--- src/icache_pkg.sv ---
package icache_pkg;

  // 2 ways of 4 KiB each with 16-byte lines
  localparam int WAY_CNT    = 2;
  localparam int SET_CNT    = 256;
  localparam int LINE_WORDS = 4;

  typedef logic [31:0]        addr_t;
  typedef logic [31:0]        word_t;
  typedef logic [19:0]        tag_t;      // addr[31:12]
  typedef logic [7:0]         set_idx_t;  // addr[11:4]
  typedef logic [8:0]         pair_idx_t; // addr[11:3]
  typedef logic [WAY_CNT-1:0] way_vec_t;

  typedef enum logic [3:0] {
    IDLE,
    WAIT_BUS,
    LINE_ADDR,
    LINE_DATA,
    REREAD,
    UNC_ADDR0,
    UNC_DATA0,
    UNC_ADDR1,
    UNC_DATA1
  } refill_state_t;

  function automatic tag_t tag_of(input addr_t a);
    return a[31:12];
  endfunction

  function automatic set_idx_t set_of(input addr_t a);
    return a[11:4];
  endfunction

  function automatic pair_idx_t pair_of(input addr_t a);
    return a[11:3];
  endfunction

  // base of the aligned instruction pair
  function automatic addr_t pair_base(input addr_t a);
    return {a[31:3], 3'b000};
  endfunction

endpackage

--- src/icache_refill.sv ---
`timescale 1ns/1ps

module icache_refill (
  input  logic                    clk,
  input  logic                    rst_n,
  input  logic [1:0]              f2_valid_i,
  input  logic                    f2_excp_i,
  input  logic                    f2_uncached_i,
  input  icache_pkg::addr_t       f2_ppc_i,
  input  logic                    f2_stall_i,
  input  logic                    miss_i,
  input  icache_pkg::way_vec_t    victim_i,
  output logic                    bus_req_valid_o,
  output icache_pkg::addr_t       bus_req_addr_o,
  output logic                    bus_req_burst_o,
  input  logic                    bus_busy_i,
  input  logic                    bus_ready_i,
  input  logic                    bus_data_ok_i,
  input  logic                    bus_data_last_i,
  input  icache_pkg::word_t       bus_rdata_i,
  output icache_pkg::way_vec_t    tag_we_o,
  output icache_pkg::set_idx_t    tag_set_o,
  output icache_pkg::tag_t        tag_o,
  output icache_pkg::way_vec_t    data_we_o,
  output icache_pkg::pair_idx_t   data_row_o,
  output logic [1:0]              data_lane_o,
  output icache_pkg::word_t       data_word_o,
  output icache_pkg::word_t [1:0] unc_words_o,
  output logic                    busy_o,
  output logic                    reread_o
);

  icache_pkg::refill_state_t                state_q, state_d;
  logic [$clog2(icache_pkg::LINE_WORDS)-1:0] beat_q;
  icache_pkg::way_vec_t                     way_q;
  icache_pkg::word_t [1:0]                  unc_q;
  logic                                     served_q;
  logic                                     need_line;
  logic                                     need_unc;
  logic                                     unc_done;

  assign need_line = |f2_valid_i && !f2_excp_i && !f2_uncached_i && miss_i;
  assign need_unc  = |f2_valid_i && !f2_excp_i && f2_uncached_i && !served_q;

  // group finished once its last valid slot has its word
  assign unc_done = bus_data_ok_i && bus_data_last_i &&
                    ((state_q == icache_pkg::UNC_DATA0 && !f2_valid_i[1]) ||
                     state_q == icache_pkg::UNC_DATA1);

  always_comb begin
    state_d = state_q;
    case (state_q)
      icache_pkg::IDLE: begin
        if (need_line || need_unc) begin
          if (bus_busy_i) begin
            state_d = icache_pkg::WAIT_BUS;
          end else if (need_line) begin
            state_d = icache_pkg::LINE_ADDR;
          end else if (f2_valid_i[0]) begin
            state_d = icache_pkg::UNC_ADDR0;
          end else begin
            state_d = icache_pkg::UNC_ADDR1;
          end
        end
      end
      icache_pkg::WAIT_BUS: begin
        if (!bus_busy_i) state_d = icache_pkg::IDLE; // re-evaluate the group
      end
      icache_pkg::LINE_ADDR: begin
        if (bus_ready_i) state_d = icache_pkg::LINE_DATA;
      end
      icache_pkg::LINE_DATA: begin
        if (bus_data_ok_i && bus_data_last_i) state_d = icache_pkg::REREAD;
      end
      icache_pkg::UNC_ADDR0: begin
        if (bus_ready_i) state_d = icache_pkg::UNC_DATA0;
      end
      icache_pkg::UNC_DATA0: begin
        if (bus_data_ok_i && bus_data_last_i) begin
          state_d = f2_valid_i[1] ? icache_pkg::UNC_ADDR1 : icache_pkg::IDLE;
        end
      end
      icache_pkg::UNC_ADDR1: begin
        if (bus_ready_i) state_d = icache_pkg::UNC_DATA1;
      end
      icache_pkg::UNC_DATA1: begin
        if (bus_data_ok_i && bus_data_last_i) state_d = icache_pkg::IDLE;
      end
      default: state_d = icache_pkg::IDLE; // also leaves REREAD
    endcase
  end

  always_ff @(posedge clk) begin
    if (!rst_n) begin
      state_q  <= icache_pkg::IDLE;
      beat_q   <= '0;
      served_q <= 1'b0;
    end else begin
      state_q <= state_d;
      if (state_q == icache_pkg::LINE_ADDR) begin
        beat_q <= '0;
      end else if (state_q == icache_pkg::LINE_DATA && bus_data_ok_i) begin
        beat_q <= beat_q + 1'b1;
      end
      if (unc_done) begin
        served_q <= 1'b1;
      end else if (!f2_stall_i) begin
        served_q <= 1'b0; // F2 moves on
      end
    end
  end

  always_ff @(posedge clk) begin
    if (state_q == icache_pkg::IDLE) way_q <= victim_i;
    if (bus_data_ok_i && state_q == icache_pkg::UNC_DATA0) unc_q[0] <= bus_rdata_i;
    if (bus_data_ok_i && state_q == icache_pkg::UNC_DATA1) unc_q[1] <= bus_rdata_i;
  end

  always_comb begin
    bus_req_valid_o = state_q inside {icache_pkg::LINE_ADDR, icache_pkg::UNC_ADDR0,
                                      icache_pkg::UNC_ADDR1};
    bus_req_burst_o = state_q == icache_pkg::LINE_ADDR;
    bus_req_addr_o  = icache_pkg::pair_base(f2_ppc_i);
    if (state_q == icache_pkg::LINE_ADDR) begin
      bus_req_addr_o = {f2_ppc_i[31:4], 4'b0000};
    end else if (state_q == icache_pkg::UNC_ADDR1) begin
      bus_req_addr_o = icache_pkg::pair_base(f2_ppc_i) + 32'd4;
    end
  end

  // tag goes valid when the burst is accepted
  assign tag_we_o  = (state_q == icache_pkg::LINE_ADDR && bus_ready_i) ? way_q : '0;
  assign tag_set_o = icache_pkg::set_of(f2_ppc_i);
  assign tag_o     = icache_pkg::tag_of(f2_ppc_i);

  assign data_we_o   = (state_q == icache_pkg::LINE_DATA && bus_data_ok_i) ? way_q : '0;
  assign data_row_o  = {icache_pkg::set_of(f2_ppc_i), beat_q[1]};
  assign data_lane_o = {beat_q[0], !beat_q[0]};
  assign data_word_o = bus_rdata_i;

  assign unc_words_o = unc_q;
  assign busy_o      = state_q != icache_pkg::IDLE || need_line || need_unc;
  assign reread_o    = state_q == icache_pkg::REREAD;

endmodule

--- config.mk ---
export PLATFORM = sky130hd
export DESIGN_NAME = icache_refill
export DESIGN_NICKNAME = d
export VERILOG_FILES = /design/src/icache_pkg.sv /design/src/icache_refill.sv
export SDC_FILE = /design/constraint.sdc
export NUM_CORES = 1
export LEC_CHECK = 0
export BUFFER_PORTS_ARGS = -buffer_cell sky130_fd_sc_hd__buf_2
export CORE_UTILIZATION = 37
export DETAILED_ROUTE_END_ITERATION = 6
export GPL_TIMING_DRIVEN = 1
export PLACE_DENSITY = 0.82
export RECOVER_POWER = 100
export SETUP_SLACK_MARGIN = 0.02
export SYNTH_ARGS = -nofsm -noshare
export SYNTH_HDL_FRONTEND = slang
export SYNTH_SLANG_ARGS = --single-unit
--- constraint.sdc ---
create_clock -name clk -period 2.4 [get_ports clk]
set_input_delay 0.24 -clock clk [delete_from_list [all_inputs] [get_ports clk]]
set_output_delay 0.24 -clock clk [all_outputs]
set_load 0.005 [all_outputs]
## Word-level counts from Yosys, hierarchy flattened

Index checks and enable logic that the tools add are counted.

| word-level totals | value |
|---|---|
| flip-flop bits (word level) | 73 |
| bits of input ports | 78 |
| output and inout port bits | 175 |
| logic and storage cells | 72 |

| cells by class | value |
|---|---|
| add/sub/neg operators | 2 |
| equal/unequal tests | 17 |
| mux-type cells | 19 |
| bitwise operators | 1 |
| reductions and logical operators | 27 |

Operators with widths:

| kind | count |
|---|---|
| 32-bit 2-to-1 mux | 2 |
| 32-bit by 3-bit adder with 32-bit output (second input constant) | 1 |
| 4-bit 2-to-1 mux | 8 |
| 4-bit case mux with 8 select lines | 1 |
| 4-bit by 3-bit == test with 1-bit output (second input constant) | 4 |
| 2-bit != test (second input constant) | 7 |
| 1-bit logical AND | 12 |
| 3-bit 2-to-1 mux | 3 |
| 4-bit by 2-bit == test with 1-bit output (second input constant) | 2 |
| 8-bit AND reduction | 1 |
| 2-bit 2-to-1 mux | 3 |
| 1-bit zero test | 5 |
| 4-bit by 1-bit == test with 1-bit output (second input constant) | 1 |
| 4-bit == test (second input constant) | 1 |
| 4-bit zero test | 1 |
| 1-bit logical OR | 4 |
| 2-bit by 1-bit != test with 1-bit output (second input constant) | 2 |
| 4-bit nonzero test | 1 |
| 2-bit OR reduction | 2 |
| 3-bit nonzero test | 1 |
| 2-bit by 1-bit adder with 2-bit output (second input constant) | 1 |
| 1-bit 2-to-1 mux | 2 |
| 1-bit inverter | 1 |

## Depth between registers and ports, before layout

Gate-level depths: netlist of run 1.

| logic depth | value |
|---|---|
| depth after elaboration | 8 |
| gate-level depth with buffers | 6 |

## Least setup slack after synthesis of run 1

No wires, ideal clock.

| path | value |
|---|---|
| path kind | register to register |
| start | register state_q[0] |
| end | register unc_q (netlist bit unc_words_o[0]) (enable) |
| setup time | 0.421 ns |
| arrival time | 2.184 ns |
| setup slack | -0.205 ns |
| cell stages (with the launch flop) | 6 |
| buffers on the path | 2 |
| clock period less this slack | 2.605 ns |
| path through | dfxtp_1 buf_6 clkbuf_1 nor2_1 nand2_1 nor2_1 |

| on the way | value |
|---|---|
| cells in the longest elaborated chain, start to end | 2 |

RTL lines:

| element | RTL line | source |
|---|---|---|
| start: declaration | icache_refill.sv:33 | `icache_pkg::refill_state_t state_q, state_d;` |
| start signal: assignment | icache_refill.sv:95 | `state_q <= icache_pkg::IDLE;` |
| start signal: assignment | icache_refill.sv:99 | `state_q <= state_d;` |
| 4-bit by 3-bit == test with 1-bit output | icache_refill.sv:115 | `if (bus_data_ok_i && state_q == icache_pkg::UNC_DATA0) unc_q[0] <= bus_rdata_i;` |
| 1-bit logical AND | icache_refill.sv:115 |  |
| end: declaration | icache_refill.sv:36 | `icache_pkg::word_t [1:0] unc_q;` |

Every way passes these cells.
A chain may end at the register's enable or synchronous reset.

## Worst setup path in the final report of run 1

| path | value |
|---|---|
| start | register state_q[2] |
| end | register unc_q (netlist bit unc_words_o[6]) (enable) |

The elaborated chain is that of the path after synthesis.

==> metrics.txt, run 1 <==
outcome=complete, but fails checks; failing checks=design-rule violations; sequential power share=0.513; Worst R2R Setup Slack=0.22 ns; CTS Hold Buffers Added=0; Max Freq=0.458 GHz; EDFF count, synth=66; flop and latch count out of synthesis=73; Die X=97.9 um; largest net degree at the start of global routing=33; Via-to-Cell Ratio=4.66; final core occ=0.415; Post-CTS Setup Repair Bufs=0; worst r2r src=state_q[2]$_SDFFE_PN0P_; count of cell types in the netlist=40; num rows=34; largest family of logic cells by synthesized area=buffers and inverters; power share of the clock group=0.339; Reg clk slew, reported paths=0.08 ns; Post-Syn Area=3400 sq um; initial antenna violation count=0; Max FO, Critical Path=32; Tot GR Track Use=0.145; internal power=2230 uW; Clock Sinks=73; worst min path class=in -> reg; number of DRC violations after detailed-routing iteration 0=61; HPWL after detailed placement=5.45 mm; Tmin final=2.18 ns; Synth Area in Adders=0; io pins=253; Main synth FF type=edfxtp_1; die extent in y=97.9 um; vias in the first global route=1876; Arr. time, crit path=2.14 ns; sw frac=0.265; routed length per placed instance=16.9 um; commonest non-fill, non-tap cell in the layout=clkbuf_1; Peak supply drop=244 uV; post-synthesis mux area share=0; WL final=7.21 mm; final period utilization=0.910; Slew @ Worst Pin=0.832 ns; CTS H-Tree Depth=3; Area Growth Syn to Fin=7.51%; hold path cells=1; PwrDens=831 nW/um^2; CP Launch Type=register; most frequent cells in the layout=85 x clkbuf_1, 66 x edfxtp_1, 60 x buf_2, 11 x nand2_1; clk_lat worst skew=0.33 ns; number of buffers added on ports=155; clk root buf=clkbuf_8; wire length of the first global-routing pass=10.4 mm; Core Box Area=8810 sq um; Post-CTS Resized=0; unrepaired setup endpoints after global routing=no; # DRC=36; Synth async-reset ratio=0; CTS tree=built; TNS Setup=0 ns; DRT Pass-1 Iters=6; xor-xnor portion of the synthesized cell area=0.0103; gpl congestion=0.820; hold wc startpoint=victim_i[0]; layout cell share with drive strength beyond 1=0.292; Detail Route Antenna Nets=0; Setup CP Type=reg -> reg; hold endpoint=way_q[0]$_DFFE_PN_; max_slew headroom=0.445; Yosys warnings=0; sequential-to-total area share from yosys stat=0.624; die area=9580 sq um; vias=1986; Max-Cap Viols=0; Simple-Gate Fraction of Synth Area=0.0887; grt ovf=0; part of the power in combinational logic=0.148; # diodes=0; Critical Path End Type=register; Synth Area in Compound Gates=0.0464; endpoints failing setup=0; R2R Path End=unc_words_o[6]$_DFFE_PP_; Clock Path Buffers=2; Initial Utilization=0.386; Max Slew Vio Count=0; Leak Pwr=0.00131 uW; Syn Inst Count=250; Final Hold Viols=0; syn_area_per_cell=13.6 sq um; clk_skew=0.0103 ns; WP data required=2.36 ns; nets=392; TritonCTS Buffers=9; R2R cell count=3; net switching power=806 uW
-- worst max-delay path, cell delays in order, from the launching register on --
cell	delay, ns
dfxtp_1	0.78
nand2_1	0.23
nor2_4	0.14
clkbuf_2	0.64
-- worst max path at each step --
stage	from	cells past startpoint	end
final	state_q[2]$_SDFFE_PN0P_	3	unc_words_o[6]$_DFFE_PP_
after floorplan	state_q[2]$_SDFFE_PN0P_	4	unc_words_o[32]$_DFFE_PP_
after CTS	state_q[1]$_SDFFE_PN0P_	3	tag_we_o[0]
after global placement	state_q[3]$_SDFFE_PN0P_	4	unc_words_o[56]$_DFFE_PP_
after detailed placement	state_q[3]$_SDFFE_PN0P_	4	unc_words_o[47]$_DFFE_PP_
after global routing	state_q[2]$_SDFFE_PN0P_	3	unc_words_o[31]$_DFFE_PP_
-- cell usage after synthesis, drive strengths merged (2+ instances only) --
library cell | instances | area, sq um
nand2 | 11 | 41.3
nor2b | 4 | 25.0
xnor2 | 2 | 17.5
clkbuf | 2 | 7.51
xor2 | 2 | 17.5
edfxtp | 66 | 1980
nor4 | 2 | 27.5
and2 | 3 | 18.8
nor2 | 8 | 30.0
a21oi | 4 | 20.0
a31oi | 2 | 27.5
buf | 103 | 768
dfxtp | 7 | 140
nand3b | 4 | 30.0
o21ai | 5 | 25.0
nand4 | 2 | 12.5
nand2b | 4 | 25.0
and3 | 3 | 18.8
-- power groups by stage --
stage | registers, uW | logic, uW | clock network (uW)
3_3_place_gp | 1580 | 486 | 0
6_report | 1560 | 450 | 1030
3_5_place_dp | 1590 | 500 | 0
4_1_cts | 1560 | 503 | 1060
5_1_grt | 1580 | 500 | 1120
2_1_floorplan | 1490 | 542 | 0
-- layout make-up --
type	count	area, sq um
Clock inverter	6	92.6
Timing Repair Buffer	157	679
Inverter	1	3.75
Fill cell	843	5150
Tap cell	108	135
Multi-Input combinational cell	72	498
Sequential cell	73	2120
Clock buffer	9	124
-- metal layers --
metal  part of all wire  up-vias  routed length, um  global-route usage
li1                   -      899                  -                   -
met1               0.33      917               2410               0.142
met2               0.54      155               3920               0.272
met3               0.11       15                770              0.0673
met4              0.015        0                106              0.0408
met5                  0        -                  0                   0
-- per-stage QoR --
stage	area, sq um	setup WS [ns]	hold slack (ns)	power (uW)	instances
global route	3650	0.0415	0.0467	3190	426
CTS	3790	0.172	0.0538	3120	426
finish	3650	0.216	0.0769	3040	426
global placement	3570	0.500	0.421	2070	411
floorplan	3410	0.201	0.339	2030	251
detailed placement	3570	0.479	0.421	2080	411
-- cell families after synthesis --
kind of cell,Yosys count
other,1
buffers and inverters,106
flip-flops,73
AO/OA/AOI/OAI,18
XOR/XNOR,4
AND/OR/NAND/NOR,48
-- flip-flops by register name, summed over array words and instances (netlist names) --
register,cells
unc_words_o,64
state_q,4
beat_q,2
way_q,2
served_q,1
Power figures use the tool's default switching activity.
==> run 2, diff against run 1 <==
--- a/config.mk
+++ b/config.mk
@@ -6,10 +6,10 @@
 export NUM_CORES = 1
 export LEC_CHECK = 0
 export BUFFER_PORTS_ARGS = -buffer_cell sky130_fd_sc_hd__buf_2
-export CORE_UTILIZATION = 37
+export CORE_UTILIZATION = 30
 export DETAILED_ROUTE_END_ITERATION = 6
 export GPL_TIMING_DRIVEN = 1
-export PLACE_DENSITY = 0.82
+export PLACE_DENSITY = 0.69
 export RECOVER_POWER = 100
 export SETUP_SLACK_MARGIN = 0.02
 export SYNTH_ARGS = -nofsm -noshare
==> run 2 against run 1 <==
The flow now finishes without violations. Combinational power up 4.9%. Fmax up 0.46%. Clock skew shrank 0.0022 ns. Worst setup slack improved by 0.010 ns. Highest routed layer unchanged.
==> metrics.txt, run 2 (synthesis gave the netlist of run 1 again) <==
outcome=complete, no violations; Slew @ Worst Pin=0.673 ns; Clock Path Buffers=2; Via-to-Cell Ratio=4.28; Tmin final=2.17 ns; Setup CP Type=reg -> reg; TNS Setup=0 ns; routed length per placed instance=16.2 um; worst setup margin=0.227 ns; Core Box Area=10900 sq um; num rows=38; Initial Utilization=0.311; endpoints failing setup=0; max FFs per register=64; worst min path class=in -> reg; WL final=7.45 mm; nets=393; largest net degree at the start of global routing=33; number of DRC violations after detailed-routing iteration 0=62; DRT Pass-1 Iters=4; Setup WS pre-CTS=0.459 ns; Post-CTS Resized=0; non-filler cells, final=460; clk root buf=clkbuf_16; Reg clk slew, reported paths=0.06 ns; Final Hold Viols=0; Critical Path End Type=register; Max Slew Vio Count=0; CTS Hold Buffers Added=0; max_slew headroom=0.551; Clock Sinks=73; Max-Cap Viols=0; CP Launch Type=register; initial antenna violation count=0; clk_lat worst skew=0.32 ns; final non-filler cell area=3760 sq um; Arr. time, crit path=2.13 ns; Area Growth Syn to Fin=10.7%; Post-CTS Setup Repair Bufs=0; Max Freq=0.460 GHz; Detail Route Antenna Nets=0; Max FO, Critical Path=32; die extent in y=108 um; clk_skew=0.00803 ns; # diodes=0; grt ovf=0; layout cell share with drive strength beyond 1=0.253; PwrDens=881 nW/um^2; WP data required=2.36 ns; gpl congestion=0.806; number of buffers added on ports=155; Placed Instance Area=3620 sq um; Peak supply drop=351 uV; vias=1969; final period utilization=0.906; wire length of the first global-routing pass=10.1 mm; dpl cells=444; # DRC=0; CTS H-Tree Depth=3; HPWL after detailed placement=5.51 mm; CTS tree=built; commonest non-fill, non-tap cell in the layout=clkbuf_1; unrepaired setup endpoints after global routing=no; io pins=253; TritonCTS Buffers=9; most frequent cells in the layout=99 x clkbuf_1, 66 x edfxtp_1, 48 x buf_2, 11 x nand2_1, 9 x clkbuf_16; vias in the first global route=1686; Tot GR Track Use=0.121; Die X=108 um; Leak Pwr=0.00131 uW; die area=11800 sq um
## run 2: cell count changes in the layout (fill, tap and decap cells not counted), moves of 3 or more
cell       change
clkbuf_1      +14
clkbuf_16      +9
clkbuf_8       -9
clkinv_2       +3
buf_2         -12
## run 2: area by class of cell
cell class / count / area, sq um
clock inverter: 7 / 70.1
timing repair buffer: 158 / 669
multi-input combinational: 72 / 498
inverter: 1 / 3.75
sequential: 73 / 2120
fill: 1113 / 7170
tap: 140 / 175
clock buffer: 9 / 225
## run 2: routing by layer
layer,up-vias,global-route usage,routed length [um]
met4,0,0.0666,138
li1,903,-,-
met5,-,0,0
met2,159,0.205,3760
met3,17,0.0482,734
met1,890,0.127,2810
## run 2: final timing paths
path	from	slack (ns)	to	cells after the start
worst max-delay path	state_q[3]$_SDFFE_PN0P_	0.23	unc_words_o[54]$_DFFE_PP_	4
worst min-delay path	victim_i[0]	0.1	way_q[0]$_DFFE_PN_	1
worst max register to register	state_q[3]$_SDFFE_PN0P_	0.23	unc_words_o[54]$_DFFE_PP_	4
worst min register to register	served_q$_SDFFE_PN0P_	0.52	served_q$_SDFFE_PN0P_	2
## run 2: worst max-delay path, cell delays in order (launching register included)
cell and delay, ns:
dfxtp_1 0.59, or3b_1 0.44, nor2_1 0.17, and2_0 0.15, clkbuf_4 0.44
## run 2: power by group
group          internal, uW  leakage (uW)  total (uW)  switching, uW
Combinational           208      0.000516         472            264
Sequential             1440      0.000652        1540            102
Clock                   803      0.000146        1300            499
Total                  2450       0.00131        3320            864
## run 2: per-stage QoR
step	hold slack, ns	util	power, uW
after floorplan	0.339	-	2030
after CTS	0.0825	0.358	3420
after global placement	0.419	0.331	2080
after global routing	0.0849	0.344	3490
after detailed placement	0.424	0.331	2100
final	0.0982	0.344	3320
